--- config.mk ---
export PLATFORM = sky130hd
export DESIGN_NAME = alu_rs_unit
export DESIGN_NICKNAME = d
export VERILOG_FILES = /design/src/rv32i_types.sv /design/src/alu_rs_unit.sv /design/src/cdb_stage.sv /design/src/alu_rs.sv /design/src/cmp.sv /design/src/alu.sv
export SDC_FILE = /design/constraint.sdc
export NUM_CORES = 2
export LEC_CHECK = 0
export ABC_AREA = 0
export BUFFER_PORTS_ARGS = -buffer_cell sky130_fd_sc_hd__buf_2
export CORE_MARGIN = 2
export CORE_UTILIZATION = 38
export CTS_BUF_LIST = sky130_fd_sc_hd__clkbuf_16
export DETAILED_ROUTE_END_ITERATION = 10
export PLACE_DENSITY = 0.65
export SLEW_MARGIN = 10
export SYNTH_ARGS = -nofsm -noshare
export SYNTH_HDL_FRONTEND = slang
export SYNTH_HIERARCHICAL = 1
export SYNTH_SLANG_ARGS = --single-unit
--- constraint.sdc ---
create_clock -name clk -period 9.2 [get_ports clk]
set_input_delay 0 -clock clk [delete_from_list [all_inputs] [get_ports clk]]
set_output_delay 0 -clock clk [all_outputs]
set_load 0.02 [all_outputs]
--- src/rv32i_types.sv ---
package rv32i_types;

  // rv32i major opcodes handled by this unit
  localparam logic [6:0] lui_opcode   = 7'b0110111;
  localparam logic [6:0] auipc_opcode = 7'b0010111;
  localparam logic [6:0] imm_opcode   = 7'b0010011;
  localparam logic [6:0] reg_opcode   = 7'b0110011;

  // integer funct3 fields
  localparam logic [2:0] add_funct3  = 3'b000;
  localparam logic [2:0] sll_funct3  = 3'b001;
  localparam logic [2:0] slt_funct3  = 3'b010;
  localparam logic [2:0] sltu_funct3 = 3'b011;
  localparam logic [2:0] xor_funct3  = 3'b100;
  localparam logic [2:0] sr_funct3   = 3'b101;
  localparam logic [2:0] or_funct3   = 3'b110;
  localparam logic [2:0] and_funct3  = 3'b111;

  // alu ops take the funct3 value where the two line up
  // sub and sra take the slots left free by slt and sltu
  typedef enum logic [2:0] {
    add_alu_op = 3'b000,
    sll_alu_op = 3'b001,
    sub_alu_op = 3'b010,
    sra_alu_op = 3'b011,
    xor_alu_op = 3'b100,
    srl_alu_op = 3'b101,
    or_alu_op  = 3'b110,
    and_alu_op = 3'b111
  } alu_op_t;

  // compare ops use the branch funct3 encoding
  typedef enum logic [2:0] {
    blt_cmp_op  = 3'b100,
    bltu_cmp_op = 3'b110
  } cmp_op_t;

  // one execute op word, read by alu or comparator
  typedef union packed {
    alu_op_t alu;
    cmp_op_t cmp;
  } exe_op_u;

endpackage
--- src/alu_rs_unit.sv ---
`timescale 1ns/1ns

module alu_rs_unit #(
  parameter int ALU_RS_DEPTH = 3,
  parameter int ROB_DEPTH    = 3,
  parameter int CDB_SIZE     = 3
) (
  input  logic                                clk,
  input  logic                                arst_n,
  input  logic                                flush,
  input  logic                                issue,
  input  logic [6:0]                          opcode,
  input  logic [2:0]                          funct3,
  input  logic [6:0]                          funct7,
  input  logic [31:0]                         imm,
  input  logic [31:0]                         pc,
  input  logic [ROB_DEPTH-1:0]                target_rob,
  input  logic                                rs1_regfile_ready,
  input  logic [31:0]                         rs1_regfile_v,
  input  logic [ROB_DEPTH-1:0]                rs1_regfile_rob,
  input  logic                                rs2_regfile_ready,
  input  logic [31:0]                         rs2_regfile_v,
  input  logic [ROB_DEPTH-1:0]                rs2_regfile_rob,
  input  logic                                rs1_rob_ready,
  input  logic [31:0]                         rs1_rob_v,
  input  logic                                rs2_rob_ready,
  input  logic [31:0]                         rs2_rob_v,
  input  logic [CDB_SIZE-1:0]                 cdb_valid,
  input  logic [CDB_SIZE-1:0][ROB_DEPTH-1:0]  cdb_rob,
  input  logic [CDB_SIZE-1:0][31:0]           cdb_rd_v,
  output logic                                rs_full,
  output logic                                out_valid,
  output logic [31:0]                         out_f,
  output logic [ROB_DEPTH-1:0]                out_rob
);

  logic                 exe_valid;
  logic [ROB_DEPTH-1:0] exe_rob;
  logic [31:0]          exe_a;
  logic [31:0]          exe_b;
  rv32i_types::exe_op_u exe_op;
  logic                 exe_is_cmp;
  logic [31:0]          alu_f;
  logic                 cmp_f;

  alu_rs #(
    .ALU_RS_DEPTH (ALU_RS_DEPTH),
    .ROB_DEPTH    (ROB_DEPTH),
    .CDB_SIZE     (CDB_SIZE)
  ) i_alu_rs (
    .clk               (clk),
    .arst_n            (arst_n),
    .flush             (flush),
    .issue             (issue),
    .opcode            (opcode),
    .funct3            (funct3),
    .funct7            (funct7),
    .imm               (imm),
    .pc                (pc),
    .target_rob        (target_rob),
    .rs1_regfile_ready (rs1_regfile_ready),
    .rs1_regfile_v     (rs1_regfile_v),
    .rs1_regfile_rob   (rs1_regfile_rob),
    .rs2_regfile_ready (rs2_regfile_ready),
    .rs2_regfile_v     (rs2_regfile_v),
    .rs2_regfile_rob   (rs2_regfile_rob),
    .rs1_rob_ready     (rs1_rob_ready),
    .rs1_rob_v         (rs1_rob_v),
    .rs2_rob_ready     (rs2_rob_ready),
    .rs2_rob_v         (rs2_rob_v),
    .cdb_valid         (cdb_valid),
    .cdb_rob           (cdb_rob),
    .cdb_rd_v          (cdb_rd_v),
    .rs_full           (rs_full),
    .exe_valid         (exe_valid),
    .exe_rob           (exe_rob),
    .exe_a             (exe_a),
    .exe_b             (exe_b),
    .exe_op            (exe_op),
    .exe_is_cmp        (exe_is_cmp)
  );

  // both units see the same operands
  alu i_alu (
    .a  (exe_a),
    .b  (exe_b),
    .op (exe_op),
    .f  (alu_f)
  );

  cmp i_cmp (
    .a  (exe_a),
    .b  (exe_b),
    .op (exe_op),
    .lt (cmp_f)
  );

  cdb_stage #(
    .ROB_DEPTH (ROB_DEPTH)
  ) i_cdb_stage (
    .clk        (clk),
    .arst_n     (arst_n),
    .flush      (flush),
    .exe_valid  (exe_valid),
    .exe_is_cmp (exe_is_cmp),
    .exe_rob    (exe_rob),
    .alu_f      (alu_f),
    .cmp_f      (cmp_f),
    .out_valid  (out_valid),
    .out_f      (out_f),
    .out_rob    (out_rob)
  );

endmodule

--- src/cdb_stage.sv ---
`timescale 1ns/1ns

module cdb_stage #(
  parameter int ROB_DEPTH = 3
) (
  input  logic                 clk,
  input  logic                 arst_n,
  input  logic                 flush,
  input  logic                 exe_valid,
  input  logic                 exe_is_cmp,
  input  logic [ROB_DEPTH-1:0] exe_rob,
  input  logic [31:0]          alu_f,
  input  logic                 cmp_f,
  output logic                 out_valid,
  output logic [31:0]          out_f,
  output logic [ROB_DEPTH-1:0] out_rob
);

  logic [31:0] res;

  // slt result is a single bit
  assign res = exe_is_cmp ? {31'b0, cmp_f} : alu_f;

  always_ff @(posedge clk or negedge arst_n) begin
    if (!arst_n) begin
      out_valid <= 1'b0;
      out_f     <= '0;
      out_rob   <= '0;
    end else if (flush) begin
      out_valid <= 1'b0;
      out_f     <= '0;
      out_rob   <= '0;
    end else begin
      out_valid <= exe_valid;
      // hold the last broadcast while idle
      if (exe_valid) begin
        out_f   <= res;
        out_rob <= exe_rob;
      end
    end
  end

  // a broadcast carries a known result and tag
  a_valid_src: assert property (@(posedge clk) disable iff (!arst_n)
    out_valid |-> $past(exe_valid) && !$isunknown({out_rob, out_f}));

endmodule

--- src/alu_rs.sv ---
`timescale 1ns/1ns

module alu_rs #(
  parameter int ALU_RS_DEPTH = 3,
  parameter int ROB_DEPTH    = 3,
  parameter int CDB_SIZE     = 3
) (
  input  logic                                clk,
  input  logic                                arst_n,
  input  logic                                flush,

  // issue side
  input  logic                                issue,
  input  logic [6:0]                          opcode,
  input  logic [2:0]                          funct3,
  input  logic [6:0]                          funct7,
  input  logic [31:0]                         imm,
  input  logic [31:0]                         pc,
  input  logic [ROB_DEPTH-1:0]                target_rob,

  input  logic                                rs1_regfile_ready,
  input  logic [31:0]                         rs1_regfile_v,
  input  logic [ROB_DEPTH-1:0]                rs1_regfile_rob,
  input  logic                                rs2_regfile_ready,
  input  logic [31:0]                         rs2_regfile_v,
  input  logic [ROB_DEPTH-1:0]                rs2_regfile_rob,
  input  logic                                rs1_rob_ready,
  input  logic [31:0]                         rs1_rob_v,
  input  logic                                rs2_rob_ready,
  input  logic [31:0]                         rs2_rob_v,

  // snooped broadcasts
  input  logic [CDB_SIZE-1:0]                 cdb_valid,
  input  logic [CDB_SIZE-1:0][ROB_DEPTH-1:0]  cdb_rob,
  input  logic [CDB_SIZE-1:0][31:0]           cdb_rd_v,

  output logic                                rs_full,

  // to the datapath
  output logic                                exe_valid,
  output logic [ROB_DEPTH-1:0]                exe_rob,
  output logic [31:0]                         exe_a,
  output logic [31:0]                         exe_b,
  output rv32i_types::exe_op_u                exe_op,
  output logic                                exe_is_cmp
);

  localparam int NUM_ENT = 2 ** ALU_RS_DEPTH;

  // control state
  logic [NUM_ENT-1:0]      busy;
  logic [ALU_RS_DEPTH-1:0] counter;

  // per-entry payload
  logic [6:0]              ent_opcode  [NUM_ENT];
  logic [2:0]              ent_funct3  [NUM_ENT];
  logic [6:0]              ent_funct7  [NUM_ENT];
  logic [NUM_ENT-1:0]      ent_rs1_rdy;
  logic [NUM_ENT-1:0]      ent_rs2_rdy;
  logic [31:0]             ent_rs1_v   [NUM_ENT];
  logic [31:0]             ent_rs2_v   [NUM_ENT];
  logic [ROB_DEPTH-1:0]    ent_rs1_rob [NUM_ENT];
  logic [ROB_DEPTH-1:0]    ent_rs2_rob [NUM_ENT];
  logic [ROB_DEPTH-1:0]    ent_target  [NUM_ENT];

  logic                    iss_we;
  logic [ALU_RS_DEPTH-1:0] alloc_idx;
  // {ready, value} of each operand at issue
  logic [32:0]             iss_a;
  logic [32:0]             iss_b;

  logic [NUM_ENT-1:0]      rdy_vec;
  logic                    pop;
  logic [ALU_RS_DEPTH-1:0] pop_idx;

  // regfile first, then rob, then a same-cycle broadcast
  function automatic logic [32:0] src_pick(
    input logic                 rf_rdy,
    input logic [31:0]          rf_v,
    input logic                 rob_rdy,
    input logic [31:0]          rob_v,
    input logic [ROB_DEPTH-1:0] tag
  );
    logic [32:0] r;
    r = '0;
    if (rf_rdy) begin
      r = {1'b1, rf_v};
    end else if (rob_rdy) begin
      r = {1'b1, rob_v};
    end else begin
      for (int j = 0; j < CDB_SIZE; j++) begin
        if (cdb_valid[j] && cdb_rob[j] == tag) begin
          r = {1'b1, cdb_rd_v[j]};
        end
      end
    end
    return r;
  endfunction

  assign rs_full = &busy;
  assign iss_we  = issue && !rs_full;

  // lowest free slot
  always_comb begin
    alloc_idx = '0;
    for (int i = NUM_ENT - 1; i >= 0; i--) begin
      if (!busy[i]) begin
        alloc_idx = ALU_RS_DEPTH'(i);
      end
    end
  end

  // operand sources per opcode
  always_comb begin
    case (opcode)
      rv32i_types::lui_opcode: begin
        iss_a = {1'b1, 32'b0};
        iss_b = {1'b1, imm};
      end
      rv32i_types::auipc_opcode: begin
        iss_a = {1'b1, pc};
        iss_b = {1'b1, imm};
      end
      rv32i_types::imm_opcode: begin
        iss_a = src_pick(rs1_regfile_ready, rs1_regfile_v, rs1_rob_ready, rs1_rob_v,
                         rs1_regfile_rob);
        iss_b = {1'b1, imm};
      end
      default: begin
        iss_a = src_pick(rs1_regfile_ready, rs1_regfile_v, rs1_rob_ready, rs1_rob_v,
                         rs1_regfile_rob);
        iss_b = src_pick(rs2_regfile_ready, rs2_regfile_v, rs2_rob_ready, rs2_rob_v,
                         rs2_regfile_rob);
      end
    endcase
  end

  always_ff @(posedge clk or negedge arst_n) begin
    if (!arst_n) begin
      busy    <= '0;
      counter <= '0;
    end else if (flush) begin
      busy    <= '0;
      counter <= '0;
    end else begin
      if (iss_we) begin
        busy[alloc_idx] <= 1'b1;
      end
      // the pop slot is busy, so it never matches alloc_idx
      if (pop) begin
        busy[pop_idx] <= 1'b0;
        counter       <= pop_idx + 1'b1;
      end
    end
  end

  // capture and cdb wakeup
  always_ff @(posedge clk) begin
    for (int i = 0; i < NUM_ENT; i++) begin
      if (iss_we && alloc_idx == ALU_RS_DEPTH'(i)) begin
        ent_opcode[i]  <= opcode;
        ent_funct3[i]  <= funct3;
        ent_funct7[i]  <= funct7;
        ent_target[i]  <= target_rob;
        ent_rs1_rob[i] <= rs1_regfile_rob;
        ent_rs2_rob[i] <= rs2_regfile_rob;
        ent_rs1_rdy[i] <= iss_a[32];
        ent_rs1_v[i]   <= iss_a[31:0];
        ent_rs2_rdy[i] <= iss_b[32];
        ent_rs2_v[i]   <= iss_b[31:0];
      end else if (busy[i]) begin
        for (int j = 0; j < CDB_SIZE; j++) begin
          if (cdb_valid[j] && !ent_rs1_rdy[i] && cdb_rob[j] == ent_rs1_rob[i]) begin
            ent_rs1_rdy[i] <= 1'b1;
            ent_rs1_v[i]   <= cdb_rd_v[j];
          end
          if (cdb_valid[j] && !ent_rs2_rdy[i] && cdb_rob[j] == ent_rs2_rob[i]) begin
            ent_rs2_rdy[i] <= 1'b1;
            ent_rs2_v[i]   <= cdb_rd_v[j];
          end
        end
      end
    end
  end

  assign rdy_vec = busy & ent_rs1_rdy & ent_rs2_rdy;

  // round robin starting after the last pop
  always_comb begin
    logic [ALU_RS_DEPTH-1:0] idx;
    pop     = 1'b0;
    pop_idx = '0;
    for (int i = 0; i < NUM_ENT; i++) begin
      idx = counter + ALU_RS_DEPTH'(i);
      if (!pop && rdy_vec[idx]) begin
        pop     = 1'b1;
        pop_idx = idx;
      end
    end
  end

  assign exe_valid = pop;
  assign exe_rob   = ent_target[pop_idx];
  assign exe_a     = ent_rs1_v[pop_idx];
  assign exe_b     = ent_rs2_v[pop_idx];

  // op decode of the selected entry
  always_comb begin
    exe_op.alu = rv32i_types::add_alu_op;
    exe_is_cmp = 1'b0;
    if (ent_opcode[pop_idx] == rv32i_types::imm_opcode ||
        ent_opcode[pop_idx] == rv32i_types::reg_opcode) begin
      case (ent_funct3[pop_idx])
        rv32i_types::slt_funct3: begin
          exe_is_cmp = 1'b1;
          exe_op.cmp = rv32i_types::blt_cmp_op;
        end
        rv32i_types::sltu_funct3: begin
          exe_is_cmp = 1'b1;
          exe_op.cmp = rv32i_types::bltu_cmp_op;
        end
        rv32i_types::sr_funct3: begin
          exe_op.alu = ent_funct7[pop_idx][5] ? rv32i_types::sra_alu_op
                                              : rv32i_types::srl_alu_op;
        end
        rv32i_types::add_funct3: begin
          // addi has no subtract form
          if (ent_opcode[pop_idx] == rv32i_types::reg_opcode && ent_funct7[pop_idx][5]) begin
            exe_op.alu = rv32i_types::sub_alu_op;
          end
        end
        default: begin
          exe_op.alu = rv32i_types::alu_op_t'(ent_funct3[pop_idx]);
        end
      endcase
    end
  end

  a_no_issue_full: assert property (@(posedge clk) disable iff (!arst_n)
    issue |-> !rs_full);

  // a slot frees only after it was ready, and never two at once
  a_one_pop: assert property (@(posedge clk) disable iff (!arst_n)
    !$past(flush) |-> $onehot0($past(busy) & ~busy) &&
                      (($past(busy) & ~busy & ~$past(rdy_vec)) == '0));

  // a resident entry keeps its tag until it pops
  for (genvar g = 0; g < NUM_ENT; g++) begin : g_tag_chk
    a_tag_stable: assert property (@(posedge clk) disable iff (!arst_n)
      busy[g] && $past(busy[g]) |-> $stable(ent_target[g]));
  end

endmodule

--- src/cmp.sv ---
`timescale 1ns/1ns

module cmp (
  input  logic [31:0]          a,
  input  logic [31:0]          b,
  input  rv32i_types::exe_op_u op,
  output logic                 lt
);

  logic lt_signed;
  logic lt_unsigned;

  assign lt_signed   = $signed(a) < $signed(b);
  assign lt_unsigned = a < b;

  // any other code falls back to the signed compare
  always_comb begin
    case (op.cmp)
      rv32i_types::bltu_cmp_op: begin
        lt = lt_unsigned;
      end
      rv32i_types::blt_cmp_op: begin
        lt = lt_signed;
      end
      default: begin
        lt = lt_signed;
      end
    endcase
  end

endmodule

--- src/alu.sv ---
`timescale 1ns/1ns

module alu (
  input  logic [31:0]          a,
  input  logic [31:0]          b,
  input  rv32i_types::exe_op_u op,
  output logic [31:0]          f
);

  logic [4:0] shamt;

  // only the low five bits shift
  assign shamt = b[4:0];

  always_comb begin
    case (op.alu)
      rv32i_types::add_alu_op: begin
        f = a + b;
      end
      rv32i_types::sub_alu_op: begin
        f = a - b;
      end
      rv32i_types::sll_alu_op: begin
        f = a << shamt;
      end
      rv32i_types::srl_alu_op: begin
        f = a >> shamt;
      end
      rv32i_types::sra_alu_op: begin
        f = unsigned'($signed(a) >>> shamt);
      end
      rv32i_types::xor_alu_op: begin
        f = a ^ b;
      end
      rv32i_types::or_alu_op: begin
        f = a | b;
      end
      rv32i_types::and_alu_op: begin
        f = a & b;
      end
      default: begin
        f = '0;
      end
    endcase
  end

endmodule

==> results.md <==
* CP delay by family, top: simple AND/OR/NAND/NOR gates
* Die ar. at around 160,000 um2
* Syn_nets at roughly 7,500
* Max-Cap Viols at 0
* Resized cells post-CTS at 0
* Hold WC Path Type: in2reg
* Post-CTS Repair Setup Buffers at 0
* # fillers at 15,200
* CTS sink count at between 700 and 800
* Initial antenna violation count at 4
* DR vias at 57,600
* Post-synthesis sequential area ratio at 0.360
* Slew HR at 0.118
* Layout Utilization at 0.436
* Top cell type's share of synthesized area at 0.340
* RSZ-0062 raised after global routing: no
* GR Layer Usage met2 at 0.443
* Final TNS setup at 0 ns
* Core area at 159,000 um2
* Share of layout cells above drive strength 1 at 0.175
* Die height at 404 um
* # IOs at 371
* Fin crit period at ~8.5 ns
* Remaining Overflow, GRT at 0
* Cell taking the most area after synthesis: edfxtp_1
* CTS tree: done
* Post-Synthesis Cells at 6,993
* DP Worst Slack at 0.924 ns
* Syn_area_per_cell at about 8.7 um2
* I/O Buffers at 364
* CP startpoint kind: flip-flop
* Count leader, synth: nand2_1
* Hold buffers post-CTS at roughly 170
* Root Driver: clkbuf_16
* Crit Path Max Fanout at 27
* Starting density of the core at 0.383
* WP buf/inv at 5
* Area of the mapped netlist at 60,700 um2
* Yosys cell types at 103
* Final hold violation count at 0
* Max incr delay on CP at roughly 0.84 ns
* Slowest cell on the critical path: or4_1
* CP Class: reg2reg
* Max Freq at 118 MHz
* Synth top cells by count: nand2_1 (854), nor2_1 (813), edfxtp_1 (688)
* Global Route Usage Sum at 0.288
* Antenna-violating nets left at 0
* Vias in the first global route at approximately 55,000
* Row cnt at roughly 150
* Status: complete, no violations
* DR iter-0 viols at between 7,000 and 8,000
* Required @ worst endpoint at 9.81 ns
* Reg clk slew, reported paths at 0.06 ns
* First-pass GRT wire length at ~350 mm
* Post-DP HPWL at roughly 150 mm
* Setup ws final at 0.746 ns
* DR WL/cell at 26.3 um
* Post-synth EDFFs at 688
* Worst path arrival time at 9.06 ns
* Largest net degree at the start of global routing at 71
* Busiest layer in global routing: met2
* Ys async rst share at 0.0639
* Die Width at around 400 um
* Actual slew at the worst max-slew pin at 1.32 ns
* DRT Wirelength at 243 mm
* H-Tree Depth at 3
* Total CTS buffers at 86
* Ys flop type: edfxtp_1
* Synth area leaders: edfxtp_1 (34%), mux2i_1 (7.9%), mux2_2 (6.3%)
* Yosys warns at 6
* Clk Latency, worst-skew pair at 0.72 ns
* Global placement routability congestion at 0.931
* TritonRoute pass-1 iters at 9
* Setup Skew at 0.0591 ns
* Final nets at 7,588
* Seq cells post-synth at between 700 and 800
* Final setup fails at 0
* CTS Buffer Depth at 3
* Period utilization at 0.919
* Residual DRC at 0
* Final Max Slew Viols at 0
* Area growth syn-to-layout at 13.9%
* Crit. End Element: flip-flop
* Vias per inst at 6.22
* Grt met3 use at 0.0663
* Met1 Use GR at 0.369
[per-layer routing]
| layer | wire length [um] | up-vias | part of all wire |
|---|---|---|---|
| met1 | 92400 | 27200 | 0.38 |
| met4 | 15400 | 4 | 0.063 |
| li1 | - | 25500 | - |
| met2 | 106000 | 3881 | 0.43 |
| met5 | 27 | - | 0.00011 |
| met3 | 29700 | 981 | 0.12 |
[metrics by stage]
step | cell area, um2 | hold slack, ns | instances
6_report | 69200 | 0.0260 | 9267
4_1_cts | 69200 | 0.00101 | 9264
3_5_place_dp | 64700 | 0.202 | 8933
2_1_floorplan | 60700 | -0.296 | 6993
5_1_grt | 69200 | 0.0438 | 9265
3_3_place_gp | 64700 | 0.199 | 8933
[cells in the final DEF (no fill, tap or decap), drive strengths merged, types with 165 or more instances in the layout]
| master | Yosys | final |
|---|---|---|
| nor2 | 813 | 813 |
| buf | 198 | 609 |
| o21ai | 254 | 254 |
| a21oi | 556 | 556 |
| nand3 | 165 | 165 |
| a31oi | 277 | 277 |
| mux2 | 339 | 339 |
| inv | 158 | 181 |
| edfxtp | 688 | 688 |
| dlygate4sd3 | 0 | 173 |
| o211ai | 247 | 247 |
| nand2 | 855 | 855 |
| mux2i | 478 | 478 |
| nand2b | 279 | 279 |
[registers in the layout, summed over array words and instances (netlist names), 3 cells and up]
register and flops:
i_alu_rs/ent_opcode 56, i_alu_rs/ent_rs1_v 256, i_alu_rs/ent_rs1_rob 24, i_alu_rs/ent_target 24, i_alu_rs/ent_rs2_rdy 8, i_alu_rs/ent_rs1_rdy 8, i_alu_rs/ent_rs2_rob 24, i_cdb_stage/out_f 32
i_alu_rs/counter 3, i_alu_rs/ent_funct7 8, i_alu_rs/ent_funct3 24, i_cdb_stage/out_rob 3, i_alu_rs/ent_rs2_v 256, i_alu_rs/busy 8
[path summary, 6_finish.rpt]
kind | to | start | slack [ns] | cells past startpoint
min | i_cdb_stage/out_rob[2] | flush | 0.03 | 2
max | i_cdb_stage/out_f[24] | i_alu_rs/counter[1] | 0.75 | 30
max in group asynchronous | i_cdb_stage/out_f[14] | arst_n | 8.14 | 4
min reg2reg | i_cdb_stage/out_rob[2] | i_cdb_stage/out_rob[2] | 0.51 | 2
max reg2reg | i_cdb_stage/out_f[24] | i_alu_rs/counter[1] | 0.75 | 30
min in group asynchronous | i_alu_rs/busy[2] | arst_n | 0.52 | 4
[cells by family after synthesis]
logic type | Yosys count | share of synthesized area
muxes | 883 | 0.166
AOI/OAI and AO/OA | 1705 | 0.176
DFF | 735 | 0.360
buffers and inverters | 899 | 0.0593
and+or+nand+nor | 2423 | 0.181
xor gates and xnor gates | 216 | 0.0313
adders and majority gates | 132 | 0.0273
[area by class of cell]
| type | count | area (um2) | area share |
|---|---|---|---|
| diodes | 3 | 7.51 | 0.000109 |
| clock inverters | 71 | 611 | 0.00883 |
| repair buffers | 782 | 5510 | 0.0796 |
| inverters | 158 | 596 | 0.00861 |
| well taps | 2072 | 2590 | 0.0375 |
| flip-flops and latches | 735 | 21800 | 0.316 |
| multi-input cells | 5359 | 35900 | 0.518 |
| clock buffers | 87 | 2180 | 0.0315 |
Power is left out: the tool's default activity adds up to more than one toggle a clock period on the data nets, which glitch-free logic cannot reach.
